==> src/logic/motor_pkg.sv <==
/* Shared widths, register map and timing for the drive motor subsystem.
   FIFO_DEPTH and MOTOR_COUNT are assumed to be powers of two. */
`default_nettype none

package motor_pkg;

    ////////////////////
    // Sizes and timing
    ////////////////////
    localparam int MOTOR_COUNT      = 4;        // Drive motors
    localparam int FIFO_DEPTH       = 4;        // Update items in flight
    localparam int CMD_CREDITS      = FIFO_DEPTH; // Host credits after reset
    localparam int PRESCALE         = 64;       // Clocks per PWM tick
    localparam int PWM_PERIOD_TICKS = 256;      // Ticks per PWM period

    ////////////////////
    // Vector types
    ////////////////////
    typedef logic [5:0] addr_t;                 // Register address
    typedef logic [7:0] data_t;                 // Write data byte
    typedef logic [4:0] duty_t;                 // Drive duty code
    typedef logic [7:0] ratio_t;                // High time out of 256 ticks
    typedef logic [3:0] level_t;                // LED brightness
    typedef logic [1:0] credit_t;               // Credits back per cycle, 0 to 2
    typedef logic [$clog2(MOTOR_COUNT)-1:0]  motor_index_t;
    typedef logic [$clog2(FIFO_DEPTH)-1:0]   fifo_ptr_t;
    typedef logic [$clog2(FIFO_DEPTH+1)-1:0] fifo_count_t;  // Holds 0 to FIFO_DEPTH
    typedef logic [$clog2(PRESCALE)-1:0]     prescale_t;

    typedef enum logic [1:0] {
        KIND_MOTOR,                             // Motor enable, direction, duty
        KIND_LED_LEVEL,                         // LED brightness
        KIND_LED_FLAGS                          // Fault, pi, ps4 flags
    } update_kind_t;

    ////////////////////
    // Register map
    ////////////////////
    localparam addr_t ADDR_MOTOR_BASE = 6'd0;   // Motor n at base + n
    localparam addr_t ADDR_LED_LEVEL  = 6'd4;
    localparam addr_t ADDR_LED_FLAGS  = 6'd5;

    // Motor write fields, duty code in bits 4:0
    localparam int MOTOR_ENABLE_BIT = 6;
    localparam int MOTOR_DIR_BIT    = 5;

    // LED flag write fields
    localparam int LED_FAULT_BIT = 0;
    localparam int LED_PI_BIT    = 1;
    localparam int LED_PS4_BIT   = 2;

endpackage

`default_nettype wire

==> src/logic/cmd_decoder.sv <==
/* Host writes are taken only while the host holds a credit, so there is no ready.
   Unmapped addresses are dropped and still cost exactly one credit. */
`default_nettype none

module cmd_decoder import motor_pkg::*; (
    input  logic         clock,
    input  logic         reset_n,
    input  logic         cmd_valid,     // One write per credit
    input  addr_t        cmd_address,
    input  data_t        cmd_data,
    output logic         push,          // Mapped write, one cycle later
    output update_kind_t push_kind,
    output motor_index_t push_index,
    output data_t        push_data,
    output logic         drop           // Unmapped write, credit only
);

    addr_t        motor_offset;
    logic         mapped;
    update_kind_t kind;

    assign motor_offset = cmd_address - ADDR_MOTOR_BASE;   // Wraps high below base

    ////////////////////
    // Address decode
    ////////////////////
    always_comb begin
        mapped = 1'b1;
        kind   = KIND_MOTOR;
        if (motor_offset < addr_t'(MOTOR_COUNT)) begin
            kind = KIND_MOTOR;                  // Motor block
        end else if (cmd_address == ADDR_LED_LEVEL) begin
            kind = KIND_LED_LEVEL;
        end else if (cmd_address == ADDR_LED_FLAGS) begin
            kind = KIND_LED_FLAGS;
        end else begin
            mapped = 1'b0;                      // Hole in the map
        end
    end

    ////////////////////
    // Output register
    ////////////////////
    always_ff @(posedge clock or negedge reset_n) begin
        if (!reset_n) begin
            push <= 1'b0;
            drop <= 1'b0;
        end else begin
            push <= cmd_valid & mapped;
            drop <= cmd_valid & ~mapped;        // Single cycle pulse
        end
    end

    // Item fields, only meaningful with push
    always_ff @(posedge clock) begin
        if (cmd_valid) begin
            push_kind  <= kind;
            push_index <= motor_index_t'(motor_offset);    // Ignored for LED items
            push_data  <= cmd_data;
        end
    end

endmodule

`default_nettype wire

==> src/logic/update_fifo.sv <==
/* No full flag: the credit count keeps pushes within FIFO_DEPTH.
   Pop must only come with not_empty. Head fields are read straight from storage. */
`default_nettype none

module update_fifo import motor_pkg::*; (
    input  logic         clock,
    input  logic         reset_n,
    input  logic         push,
    input  update_kind_t push_kind,
    input  motor_index_t push_index,
    input  data_t        push_data,
    input  logic         drop,          // Unmapped write from decoder
    input  logic         pop,
    output logic         not_empty,
    output update_kind_t head_kind,
    output motor_index_t head_index,
    output data_t        head_data,
    output credit_t      cmd_credits    // Credits back to host this cycle
);

    update_kind_t kind_mem  [FIFO_DEPTH];
    motor_index_t index_mem [FIFO_DEPTH];
    data_t        data_mem  [FIFO_DEPTH];
    fifo_ptr_t    wr_ptr;
    fifo_ptr_t    rd_ptr;
    fifo_count_t  count;

    function automatic fifo_ptr_t ptr_next(input fifo_ptr_t ptr);
        if (ptr == fifo_ptr_t'(FIFO_DEPTH - 1)) begin
            return '0;
        end
        return ptr + 1'b1;
    endfunction

    ////////////////////
    // Storage
    ////////////////////
    always_ff @(posedge clock) begin
        if (push) begin
            kind_mem[wr_ptr]  <= push_kind;
            index_mem[wr_ptr] <= push_index;
            data_mem[wr_ptr]  <= push_data;
        end
    end

    assign head_kind  = kind_mem[rd_ptr];
    assign head_index = index_mem[rd_ptr];
    assign head_data  = data_mem[rd_ptr];
    assign not_empty  = (count != '0);

    ////////////////////
    // Pointers, occupancy and credits
    ////////////////////
    always_ff @(posedge clock or negedge reset_n) begin
        if (!reset_n) begin
            wr_ptr      <= '0;
            rd_ptr      <= '0;
            count       <= '0;
            cmd_credits <= '0;
        end else begin
            if (push) begin
                wr_ptr <= ptr_next(wr_ptr);
            end
            if (pop) begin
                rd_ptr <= ptr_next(rd_ptr);
            end
            case ({push, pop})
                2'b10:   count <= count + 1'b1;
                2'b01:   count <= count - 1'b1;
                default: count <= count;        // Both or neither
            endcase
            cmd_credits <= credit_t'(drop) + credit_t'(pop);   // Each write ends here
        end
    end

endmodule

`default_nettype wire

==> src/logic/pwm_bank.sv <==
/* One item is applied per prescale tick, so the FIFO drains at one per PRESCALE clocks.
   New duty and brightness reach the waveform at the next period start only. */
`default_nettype none

module pwm_bank import motor_pkg::*; (
    input  logic                   clock,
    input  logic                   reset_n,
    input  logic                   not_empty,
    input  update_kind_t           head_kind,
    input  motor_index_t           head_index,
    input  data_t                  head_data,
    output logic                   pop,
    output logic [MOTOR_COUNT-1:0] drive_pwm,
    output logic [MOTOR_COUNT-1:0] drive_dir,
    output logic                   status_fault,
    output logic                   status_pi,
    output logic                   status_ps4,
    output logic                   status_debug
);

    prescale_t              prescale_count;
    logic                   tick;           // One clock per PRESCALE
    ratio_t                 period_count;
    logic                   period_end;     // Counter wraps to 0 next edge
    logic [MOTOR_COUNT-1:0] motor_enable;
    logic [MOTOR_COUNT-1:0] motor_dir;
    duty_t                  motor_duty  [MOTOR_COUNT];
    ratio_t                 motor_ratio [MOTOR_COUNT];  // Active this period
    level_t                 led_level;
    ratio_t                 led_ratio;
    logic                   flag_fault;
    logic                   flag_pi;
    logic                   flag_ps4;
    logic                   led_wave;

    ////////////////////
    // Timebase
    ////////////////////
    assign tick       = (prescale_count == prescale_t'(PRESCALE - 1));
    assign period_end = tick && (period_count == ratio_t'(PWM_PERIOD_TICKS - 1));
    assign pop        = tick & not_empty;   // At most one item per tick

    always_ff @(posedge clock or negedge reset_n) begin
        if (!reset_n) begin
            prescale_count <= '0;
            period_count   <= '0;
        end else begin
            prescale_count <= tick ? '0 : prescale_count + 1'b1;
            if (tick) begin
                period_count <= period_end ? '0 : period_count + 1'b1;
            end
        end
    end

    ////////////////////
    // Register file
    ////////////////////
    always_ff @(posedge clock or negedge reset_n) begin
        if (!reset_n) begin
            motor_enable <= '0;
            motor_dir    <= '0;
            for (int n = 0; n < MOTOR_COUNT; n++) begin
                motor_duty[n] <= '0;
            end
            led_level  <= '0;
            flag_fault <= 1'b0;
            flag_pi    <= 1'b0;
            flag_ps4   <= 1'b0;
        end else if (pop) begin
            case (head_kind)
                KIND_MOTOR: begin
                    motor_enable[head_index] <= head_data[MOTOR_ENABLE_BIT];
                    motor_dir[head_index]    <= head_data[MOTOR_DIR_BIT];
                    motor_duty[head_index]   <= head_data[$bits(duty_t)-1:0];
                end
                KIND_LED_LEVEL: begin
                    led_level <= head_data[$bits(level_t)-1:0];    // Upper nibble unused
                end
                KIND_LED_FLAGS: begin
                    flag_fault <= head_data[LED_FAULT_BIT];
                    flag_pi    <= head_data[LED_PI_BIT];
                    flag_ps4   <= head_data[LED_PS4_BIT];
                end
                default: ;                      // Unused encoding
            endcase
        end
    end

    // Active ratios load as the period counter wraps to 0
    always_ff @(posedge clock or negedge reset_n) begin
        if (!reset_n) begin
            for (int n = 0; n < MOTOR_COUNT; n++) begin
                motor_ratio[n] <= '0;
            end
            led_ratio <= '0;
        end else if (period_end) begin
            for (int n = 0; n < MOTOR_COUNT; n++) begin
                motor_ratio[n] <= {1'b0, motor_duty[n], 2'b00};   // At most 124
            end
            led_ratio <= {led_level, 4'b0000};
        end
    end

    ////////////////////
    // Outputs
    ////////////////////
    always_comb begin
        for (int n = 0; n < MOTOR_COUNT; n++) begin
            drive_pwm[n] = motor_enable[n] && (period_count < motor_ratio[n]);
        end
    end

    assign drive_dir    = motor_dir;                // Direction acts at once
    assign led_wave     = (period_count < led_ratio);
    assign status_fault = led_wave & flag_fault;
    assign status_pi    = led_wave & flag_pi;
    assign status_ps4   = led_wave & flag_ps4;
    assign status_debug = led_wave;                 // Bare brightness wave

endmodule

`default_nettype wire

==> src/logic/motor_subsystem.sv <==
/* Host starts with CMD_CREDITS credits and sends one write per credit held.
   reset_n is asynchronous and comes from outside. */
`default_nettype none

module motor_subsystem import motor_pkg::*; (
    input  logic                   clock,
    input  logic                   reset_n,
    input  logic                   cmd_valid,
    input  addr_t                  cmd_address,
    input  data_t                  cmd_data,
    output credit_t                cmd_credits,
    output logic [MOTOR_COUNT-1:0] drive_pwm,
    output logic [MOTOR_COUNT-1:0] drive_dir,
    output logic                   status_fault,
    output logic                   status_pi,
    output logic                   status_ps4,
    output logic                   status_debug
);

    logic         push;             // Decoder to FIFO
    update_kind_t push_kind;
    motor_index_t push_index;
    data_t        push_data;
    logic         drop;
    logic         not_empty;        // FIFO to bank
    update_kind_t head_kind;
    motor_index_t head_index;
    data_t        head_data;
    logic         pop;

    ////////////////////
    // Write path
    ////////////////////
    cmd_decoder decoder_i (
        .clock       (clock),
        .reset_n     (reset_n),
        .cmd_valid   (cmd_valid),
        .cmd_address (cmd_address),
        .cmd_data    (cmd_data),
        .push        (push),
        .push_kind   (push_kind),
        .push_index  (push_index),
        .push_data   (push_data),
        .drop        (drop)
    );

    update_fifo fifo_i (
        .clock       (clock),
        .reset_n     (reset_n),
        .push        (push),
        .push_kind   (push_kind),
        .push_index  (push_index),
        .push_data   (push_data),
        .drop        (drop),
        .pop         (pop),
        .not_empty   (not_empty),
        .head_kind   (head_kind),
        .head_index  (head_index),
        .head_data   (head_data),
        .cmd_credits (cmd_credits)
    );

    ////////////////////
    // Drive side
    ////////////////////
    pwm_bank bank_i (
        .clock        (clock),
        .reset_n      (reset_n),
        .not_empty    (not_empty),
        .head_kind    (head_kind),
        .head_index   (head_index),
        .head_data    (head_data),
        .pop          (pop),
        .drive_pwm    (drive_pwm),
        .drive_dir    (drive_dir),
        .status_fault (status_fault),
        .status_pi    (status_pi),
        .status_ps4   (status_ps4),
        .status_debug (status_debug)
    );

endmodule

`default_nettype wire

==> config.mk <==
export PLATFORM = sky130hd
export DESIGN_NAME = motor_subsystem
export DESIGN_NICKNAME = d
export VERILOG_FILES = /design/src/logic/motor_pkg.sv /design/src/logic/cmd_decoder.sv /design/src/logic/update_fifo.sv /design/src/logic/pwm_bank.sv /design/src/logic/motor_subsystem.sv
export SDC_FILE = /design/constraint.sdc
export NUM_CORES = 1
export LEC_CHECK = 0
export BUFFER_PORTS_ARGS = -buffer_cell sky130_fd_sc_hd__clkbuf_2
export CAP_MARGIN = 20
export CORE_MARGIN = 10
export CORE_UTILIZATION = 40
export DETAILED_ROUTE_END_ITERATION = 7
export GPL_ROUTABILITY_DRIVEN = 1
export PLACE_DENSITY = 0.65
export SETUP_SLACK_MARGIN = 0.2
export SLEW_MARGIN = 25
export SYNTH_ARGS = -nofsm -noshare
export SYNTH_HDL_FRONTEND = slang
export SYNTH_SLANG_ARGS = --single-unit
==> constraint.sdc <==
create_clock -name clock -period 5.6 [get_ports clock]
set_clock_uncertainty 0.05 [all_clocks]
set_input_delay 0.84 -clock clock [delete_from_list [all_inputs] [get_ports clock]]
set_output_delay 0.84 -clock clock [all_outputs]
set_load 0.05 [all_outputs]
## After elaboration in Yosys (flattened, before gate mapping)

Memories as Yosys holds them, arrays and structs flattened.
Cells that the tools add are included.

- Add/sub/neg operators: 7
- Order comparisons: 10
- Equality and inequality tests: 10
- Mux-type cells: 25
- Bitwise operators: 8
- Reductions and logical operators: 14

Operators by type and width:

| kind | count |
|---|---|
| less-than comparator 8 x 7 -> 1 bit | 4 |
| bitwise mux 20 bit | 1 |
| equality test 6 x 3 -> 1 bit (second input constant) | 2 |
| two-way mux 1 bit | 11 |
| demux 5 bit (select 2 bit) | 1 |
| two-way mux 2 bit | 5 |
| adder 8 x 1 -> 8 bit (second input constant) | 1 |
| bitwise mux 4 bit | 2 |
| equality test 2 bit (second input constant) | 4 |
| equality test 8 bit (second input constant) | 1 |
| less-than comparator 8 bit | 1 |
| two-way mux 8 bit | 1 |
| logical AND 1 bit | 7 |
| adder 6 x 1 -> 6 bit (second input constant) | 1 |
| AND 1 bit | 6 |
| equality test 6 bit (second input constant) | 1 |
| less-than comparator 6 x 3 -> 1 bit (second input constant) | 1 |
| two-way mux 6 bit | 1 |
| one-hot mux 3 bit (2 select lines) | 1 |
| AND reduction 2 bit | 3 |
| two-way mux 5 bit | 1 |
| adder 2 x 1 -> 2 bit (second input constant) | 2 |
| equality test 2 x 1 -> 1 bit (second input constant) | 2 |
| adder 3 x 1 -> 3 bit (second input constant) | 1 |
| other kinds (13) | 13 |

- Register bits after elaboration: 96
- Memory bits (writable): 48
- Bits of input ports: 17
- Output and inout bits: 14
- Logic and storage cells: 104
- Memories: 3

Memory list:

| memory | words | bits a word | read ports | clocked after memory_dff | write ports | line | text |
|---|---|---|---|---|---|---|---|
| fifo_i.data_mem | 4 | 8 | 1 | 0 | 1 | update_fifo.sv:23 | `data_t data_mem [FIFO_DEPTH];` |
| fifo_i.index_mem | 4 | 2 | 1 | 0 | 1 | update_fifo.sv:22 | `motor_index_t index_mem [FIFO_DEPTH];` |
| fifo_i.kind_mem | 4 | 2 | 1 | 0 | 1 | update_fifo.sv:21 | `update_kind_t kind_mem [FIFO_DEPTH];` |

## Depth between registers and ports, before layout

Gate-level depths: netlist of the first run.
An unclocked memory read counts as a cell.

- Depth after elaboration: 7
- Depth in mapped cells: 11
- Gate-level depth less buffers: 10

## By module

Synthesis of the first run repeated with hierarchy kept, for this count alone.

- Cells, all modules: 428
- Area, all modules: 6145.9 µm²

Modules (own cells, without submodules):

| module | times used | cells an instance | area an instance (µm²) |
|---|---|---|---|
| pwm_bank | 1 | 305 | 3448.3 |
| update_fifo | 1 | 103 | 2235.9 |
| cmd_decoder | 1 | 20 | 461.7 |

## Worst setup path before layout of the first run

OpenSTA, ideal clock, no wires.

- Path type: flip-flop to output port
- Start: register bank_i.period_count[5]
- End: output port status_fault
- Arrival: 2444 ps
- Setup slack: 2266 ps
- Cell stages (with the launch flop): 6
- Path through: dfrtp_1 ha_1 a21o_1 a21o_1 a21oi_1 and2_1

- Word-level cells in the longest chain between the ends: 2

Ends and longest elaborated chain:

| what | line | text |
|---|---|---|
| start: declaration | pwm_bank.sv:23 | `ratio_t period_count;` |
| start signal: assignment | pwm_bank.sv:50 | `period_count <= period_end ? '0 : period_count + 1'b1;` |
| less-than comparator 8 bit | pwm_bank.sv:114 | `assign led_wave = (period_count < led_ratio);` |
| via status_debug | motor_subsystem.sv:17 | `output logic status_debug` |
| AND 1 bit | pwm_bank.sv:115 | `assign status_fault = led_wave & flag_fault;` |
| end: declaration | motor_subsystem.sv:14 | `output logic status_fault,` |

The timed path passes the listed nets, and every way through them passes these cells.

## Worst setup path in the final report of the first run

- Start: register bank_i.period_count[5]
- End: output port status_pi

- Word-level cells in the longest chain between the ends: 2

Ends and longest elaborated chain:

| what | line | text |
|---|---|---|
| less-than comparator 8 bit | pwm_bank.sv:114 |  |
| AND 1 bit | pwm_bank.sv:116 | `assign status_pi = led_wave & flag_pi;` |
| end: declaration | motor_subsystem.sv:15 | `output logic status_pi,` |

No other way between the ends.

==> results.json, run 1 <==
{
  "final_cell_mix": "84 x dfrtp_1, 55 x edfxtp_1, 41 x mux2_2",
  "grtUsageTotal": 0.1052,
  "drt_iter0_drc": 128,
  "synth-seq-area-share": 0.6428,
  "ant_nets": 0,
  "syn-num-nets": 448,
  "ctsResizeCount": 0,
  "hold_violations": 0,
  "final_common_cell": "dfrtp_1",
  "layout-drive-gt1-share": 0.2571,
  "cp_num_buf_inv": 1,
  "powerDensity_nw_per_um2": 332.8,
  "initial_core_util": 0.4048,
  "worstMarginPinSlew_ns": 0.7718,
  "status": "finished clean",
  "numCtsBuffers": 17,
  "drcViolationCount": 0,
  "synthArstFlopShare": 0.6043,
  "antenna_found_initial": 0,
  "htreeDepth": 4,
  "startpoint_type": "flop",
  "pwr-share-clk": 0.477,
  "die_w_um": 140.8,
  "synth_edf_count": 55,
  "drt_wl_total_um": 9915,
  "critPathMostFrequentCell": "a21o_1",
  "cts_buffer_depth": 2,
  "p_leak_nw": 2.869,
  "num-fill-cells": 1269,
  "cp_slowest_cell": "dfrtp_1",
  "cts_tree": "built",
  "dr_total_vias": 3162,
  "syn_inst": 402,
  "synth_warnings": 0,
  "dr.pass1.iters": 4,
  "r2r_start": "fifo_i.rd_ptr[0]",
  "p_comb_frac": 0.031,
  "clkTransAtPathRegs_ns": 0.06,
  "ys_types": 37,
  "drv_cap": 0,
  "hpwl_um": 6740,
  "num_rows": 44,
  "grt_pass1_vias": 3374,
  "area_delta_synth_final_pct": 16.05,
  "synth-main-ff-cell": "dfrtp_1",
  "power_switching_mw": 0.4822,
  "grt_pass1_wl_um": 16970,
  "gp_congestion": 0.7064,
  "final_area_um2": 6777,
  "final_nets": 488,
  "max_stage_delay_ns": 0.59,
  "rrSetupSlack_ns": 2.37,
  "grt_overflow_total": 0,
  "postPlaceCellArea_um2": 6195,
  "core_region_area_um2": 14420,
  "relSlewSlack": 0.4855,
  "path_delay_family": "flip-flops",
  "cts.sinks": 139,
  "internal_power_mw": 1.773,
  "setup_tns_ns": 0,
  "fin_crit_sh": 0.5791,
  "holdCritPathClass": "in2async",
  "worst_setup_path_end_kind": "output pin",
  "grt_max_degree": 85,
  "critPathRequiredTime_ns": 4.71,
  "crit_arrival_ns": 2.35,
  "reg2reg_depth": 4,
  "cts_hold_buf": 0,
  "via_per_inst": 4.948,
  "slew_violations": 0,
  "finalCriticalPeriod_ns": 3.243,
  "cts_setup_buffers": 0,
  "max_freq_mhz": 308.4,
  "rsz0062_at_grt": "no",
  "clk-insertion-delay-late_ns": 0.41,
  "die_h_um": 140.8,
  "setup-violations-final": 0,
  "p_sw_frac": 0.2138,
  "post_drt_wl_per_cell_um": 15.52,
  "cts-root-buf": "clkbuf_16",
  "r2r-end": "bank_i.motor_duty[13]",
  "path_class": "reg2out",
  "ys_ff_latch": 139,
  "cp_max_fo": 8,
  "diodes": 0,
  "ioPinCount": 31,
  "netlist_area_um2": 5839,
  "dieArea_um2": 19830,
  "ir_worst_vdd_mv": 0.2470,
  "numPortBuffers": 29,
  "power.share.sequential": 0.492,
  "crit_chain": "ha_1 > a21o_1 > a21o_1 > a21oi_1 > and2_1 > clkbuf_2",
  "avgSynthCellArea_um2": 14.53
}
==> per-layer routing <==
metal  up-vias  track usage  wire (um)
li1       1528            -          -
met1      1577       0.1225       4286
met2        43       0.1820       5235
met3        14      0.03090        274
met4         0      0.03261        119
met5         -            0          0
==> stage by stage <==
step / util / power [mW] / std cells / hold slack, ns / setup WS, ns
floorplan: - / 1.163 / 402 / 0.3926 / 2.266
global placement: 0.4295 / 1.191 / 607 / 0.4071 / 2.332
detailed placement: 0.4295 / 1.201 / 607 / 0.4138 / 2.310
CTS: 0.4696 / 2.280 / 639 / 0.4303 / 2.286
global route: 0.4698 / 2.339 / 639 / 0.4403 / 2.159
finish: 0.4698 / 2.255 / 639 / 0.4111 / 2.357
==> cell families (layout without fill, tap and decap cells) <==
kind of cell | Yosys count | in the layout | synth area share
flops | 139 | 139 | 0.6428
compound gates | 50 | 50 | 0.05100
buf+inv | 35 | 88 | 0.02293
simple gates | 85 | 85 | 0.07993
mux | 53 | 53 | 0.1234
xor+xnor | 11 | 11 | 0.01650
fa+ha+maj | 29 | 29 | 0.06342
==> area by class of cell <==
type / count / area, um2 / area share
repair buffers: 30 / 158.9 / 0.02345
multi-input cells: 228 / 1958 / 0.2890
clock inverters: 13 / 145.1 / 0.02142
flip-flops and latches: 139 / 3754 / 0.5539
inverters: 26 / 97.59 / 0.01440
well taps: 184 / 230.2 / 0.03397
clock buffers: 19 / 432.9 / 0.06388
==> sequential cells by signal, summed over array words and instances, names as in the netlist, 4 cells and up <==
register and cells:
bank_i.drive_dir 4, bank_i.led_level 4, bank_i.led_ratio 4, bank_i.motor_duty 20, bank_i.motor_enable 4, bank_i.motor_ratio 20
bank_i.period_count 8, bank_i.prescale_count 6, decoder_i.push_data 7, fifo_i.data_mem 28, fifo_i.index_mem 8, fifo_i.kind_mem 8
==> how the worst max path moves through the flow <==
stage,start,endpoint,cells after the start
4_1_cts,fifo_i.rd_ptr[0],bank_i.motor_duty[13],4
5_1_grt,fifo_i.rd_ptr[0],bank_i.motor_duty[13],4
2_1_floorplan,bank_i.period_count[5],status_fault,5
3_5_place_dp,fifo_i.rd_ptr[0],bank_i.motor_duty[13],4
6_report,bank_i.period_count[5],status_pi,6
3_3_place_gp,fifo_i.rd_ptr[0],bank_i.drive_dir[1],4
==> synth_stat cells, types with 2 or more instances <==
cell,number,share of area
nand3_1,7,0.0060
mux2_2,41,0.079
ha_1,28,0.060
xnor2_1,6,0.0090
clkbuf_1,7,0.0045
and2_1,9,0.0096
nor2_1,14,0.0090
o21ai_0,25,0.021
a21o_1,15,0.019
dfrtp_1,84,0.36
buf_2,2,0.0017
inv_1,26,0.017
edfxtp_1,55,0.28
a21oi_1,6,0.0051
nand2b_1,5,0.0054
nor3_1,4,0.0034
mux4_2,11,0.042
nand2_1,32,0.021
xor2_1,5,0.0075
nand4_1,2,0.0021
nor4b_4,2,0.0081
==> power groups by stage <==
| stage | Clock (mW) | Combinational (mW) | Sequential (mW) |
|---|---|---|---|
| finish | 1.08 | 0.0697 | 1.11 |
| global route | 1.14 | 0.0820 | 1.11 |
| CTS | 1.10 | 0.0721 | 1.11 |
| detailed placement | 0 | 0.0717 | 1.13 |
| global placement | 0 | 0.0644 | 1.13 |
| floorplan | 0 | 0.0375 | 1.13 |
Note: power is estimated with default switching activity, not from simulation.
==> run 2, diff against run 1 <==
--- a/config.mk
+++ b/config.mk
@@ -5,6 +5,7 @@
 export SDC_FILE = /design/constraint.sdc
 export NUM_CORES = 1
 export LEC_CHECK = 0
+export ABC_AREA = 1
 export BUFFER_PORTS_ARGS = -buffer_cell sky130_fd_sc_hd__clkbuf_2
 export CAP_MARGIN = 20
 export CORE_MARGIN = 10
==> constraint.sdc (replaced) <==
create_clock -name clock -period 3.31 [get_ports clock]
set_clock_uncertainty 0.05 [all_clocks]
set_input_delay 0.4965 -clock clock [delete_from_list [all_inputs] [get_ports clock]]
set_output_delay 0.4965 -clock clock [all_outputs]
set_load 0.05 [all_outputs]
==> run 2 against run 1 <==
Against the previous run:
- via count rose by 34%
- sequential power up 69%
- first-iteration DRC count rose by 98%
- global-route usage grew 1.7 points
- count of clock-buffer cells in the layout stayed put
- critical path depth unchanged
- combinational power grew 110%
- area after synthesis is 11% higher
- setup slack got worse by 1.9 ns
- clock power is 69% higher
- non-clock buffer count is 3 higher
- worst hold slack got worse by 0.39 ns
- largest power group unchanged
==> results.json, run 2 <==
{
  "die_h_um": 147.4,
  "htreeDepth": 4,
  "die_w_um": 147.4,
  "drt_iter0_drc": 253,
  "synth-seq-area-share": 0.5779,
  "p_leak_nw": 3.310,
  "r2r-end": "fifo_i.count[2]",
  "fin_crit_sh": 0.8618,
  "path_class": "reg2out",
  "rrSetupSlack_ns": 0.89,
  "powerDensity_nw_per_um2": 519.9,
  "drv_cap": 0,
  "hpwl_um": 8715,
  "grt_max_degree": 44,
  "dr_total_vias": 4249,
  "ant_nets": 0,
  "multi_input_area_um2": 2281,
  "pwr-share-clk": 0.474,
  "p_comb_frac": 0.037,
  "ys_top_cells_by_count": "125 x nand2_1, 84 x dfrtp_1, 83 x inv_1",
  "internal_power_mw": 3.053,
  "antenna_found_initial": 0,
  "synthArstFlopShare": 0.6043,
  "post_drt_wl_per_cell_um": 13.94,
  "synth-main-ff-cell": "dfrtp_1",
  "power.share.sequential": 0.489,
  "critPathRequiredTime_ns": 2.76,
  "num-fill-cells": 1525,
  "cp_num_buf_inv": 2,
  "rsz0062_at_grt": "no",
  "cts_setup_buffers": 0,
  "cts-root-buf": "clkbuf_16",
  "dr.pass1.iters": 4,
  "diodes": 0,
  "cts_buffer_depth": 2,
  "ctsResizeCount": 0,
  "cts_hold_buf": 0,
  "cts.sinks": 139,
  "grt_pass1_wl_um": 21160,
  "setup-violations-final": 0,
  "gp_congestion": 0.7257,
  "netlist_area_um2": 6495,
  "synth_warnings": 0,
  "layout-drive-gt1-share": 0.1594,
  "numPortBuffers": 29,
  "regMostFlops": "fifo_i.data_mem",
  "holdCritPathClass": "in2async",
  "r2r_start": "bank_i.prescale_count[0]",
  "max_freq_mhz": 350.6,
  "max_stage_delay_ns": 0.60,
  "finalPower_mw": 3.848,
  "finalCriticalPeriod_ns": 2.852,
  "final_nets": 717,
  "clk-insertion-delay-late_ns": 0.42,
  "crit_arrival_ns": 2.31,
  "synthTopCellsByArea": "dfrtp_1 32%, edfxtp_1 25%, nand2_1 7.2%",
  "regArea_um2": 3754,
  "crit_chain": "ha_1 > a21o_1 > a31oi_1 > inv_1 > nor2_1 > clkbuf_2",
  "synth_edf_count": 55,
  "drcViolationCount": 0,
  "startpoint_type": "flop",
  "core_region_area_um2": 15890,
  "num_rows": 46,
  "initial_core_util": 0.4089,
  "slew_violations": 0,
  "ir_worst_vdd_mv": 0.4054,
  "grtUsageTotal": 0.1220,
  "ys_ff_latch": 139,
  "numCtsBuffers": 17,
  "clkTransAtPathRegs_ns": 0.05,
  "worstMarginPinSlew_ns": 0.5692,
  "cp_slowest_cell": "dfrtp_1",
  "via_per_inst": 4.721,
  "largest_register_ffs": 28,
  "power_switching_mw": 0.7944,
  "avgSynthCellArea_um2": 10.21,
  "ys_types": 34,
  "cp_max_fo": 12,
  "ioPinCount": 31,
  "status": "finished clean",
  "final_common_cell": "nand2_1",
  "cts_tree": "built",
  "synth.most_common_cell": "nand2_1",
  "syn_inst": 636,
  "grt_pass1_vias": 4312,
  "worst_setup_path_end_kind": "output pin",
  "area_delta_synth_final_pct": 13.95,
  "grt_overflow_total": 0,
  "cp_num_cells": 6,
  "top_regs": "fifo_i.data_mem (28), bank_i.motor_duty (20), bank_i.motor_ratio (20)",
  "drt_wl_total_um": 12550,
  "synth_top_area_cell": "dfrtp_1",
  "reg2reg_depth": 11,
  "synth_top_cell_area_share": 0.3236,
  "relSlewSlack": 0.6205,
  "final_cell_mix": "125 x nand2_1, 84 x dfrtp_1, 83 x inv_1",
  "hold_ws_ns": 0.01944,
  "dieArea_um2": 21730,
  "setup_tns_ns": 0,
  "p_sw_frac": 0.2065,
  "hold_violations": 0,
  "syn-num-nets": 682,
  "path_delay_family": "flip-flops"
}
==> run 2: cell types whose count changed in the layout (fill, tap and decap cells not counted), moves of 7 or more <==
cell	change
o21bai_1	+8
nor2_1	+32
nand2_1	+93
o21bai_2	+20
clkinv_1	+7
mux2_2	-41
inv_1	+57
a21o_1	-14
mux4_2	-11
inv_2	+8
nand2_2	+7
o21ai_0	+26
nand3_1	+48
and2_1	-9
==> run 2: how the worst max path moves through the flow <==
stage | to | slack, ns | from
2_1_floorplan | status_fault | 0.21 | bank_i.period_count[6]
5_1_grt | status_ps4 | 0.29 | bank_i.period_count[7]
3_3_place_gp | status_ps4 | 0.91 | bank_i.period_count[7]
4_1_cts | status_ps4 | 0.42 | bank_i.period_count[7]
3_5_place_dp | fifo_i.count[2] | 0.88 | bank_i.prescale_count[0]
6_report | status_ps4 | 0.46 | bank_i.period_count[7]
==> run 2: cell families (layout without fill, tap and decap cells) <==
group | after synthesis | in the layout | share of synthesized area
compound gates | 102 | 102 | 0.1090
xor+xnor | 7 | 7 | 0.009440
fa+ha+maj | 29 | 29 | 0.05702
buf+inv | 108 | 156 | 0.07089
flops | 139 | 139 | 0.5779
simple gates | 251 | 251 | 0.1757
==> run 2: metrics by stage <==
stage	std cells	setup WS (ns)	util	area [um2]
2_1_floorplan	636	0.2149	-	6495
3_3_place_gp	867	0.9104	0.4291	6817
3_5_place_dp	868	0.8804	0.4304	6837
4_1_cts	900	0.4250	0.4659	7401
5_1_grt	900	0.2920	0.4659	7401
6_report	900	0.4576	0.4659	7401
==> run 2: routing by layer <==
layer  vias up  global-route usage  wire length, um
met1      2009              0.1491             5657
li1       2154                   -                -
met4         0             0.04559              176
met3        15             0.03632              573
met5         -                   0                0
met2        71              0.1997             6140
==> run 2: worst register-to-register path: cells and delay by family (launching register included) <==
| kind | cells | cell delay, ns |
|---|---|---|
| flip-flops | 1 | 0.37 |
| adder cells (fa/ha/maj) | 3 | 0.83 |
| XOR/XNOR | 1 | 0.14 |
| AO/OA/AOI/OAI | 2 | 0.25 |
| AND/OR/NAND/NOR | 4 | 0.58 |
| buffers and inverters | 1 | 0.07 |
==> run 2: final cells by class <==
type,instances,area share
inverters,91,0.04615
well taps,216,0.03652
multi-input cells,389,0.3082
flip-flops and latches,139,0.5072
repair buffers,33,0.02570
clock buffers,19,0.05850
clock inverters,13,0.01775
==> run 2: power by group through the flow <==
stage | sequential [mW] | combinational [mW] | clock (mW)
floorplan | 1.91 | 0.0832 | 0
global placement | 1.91 | 0.132 | 0
global route | 1.89 | 0.165 | 1.94
detailed placement | 1.91 | 0.148 | 0
CTS | 1.88 | 0.149 | 1.87
finish | 1.88 | 0.144 | 1.82
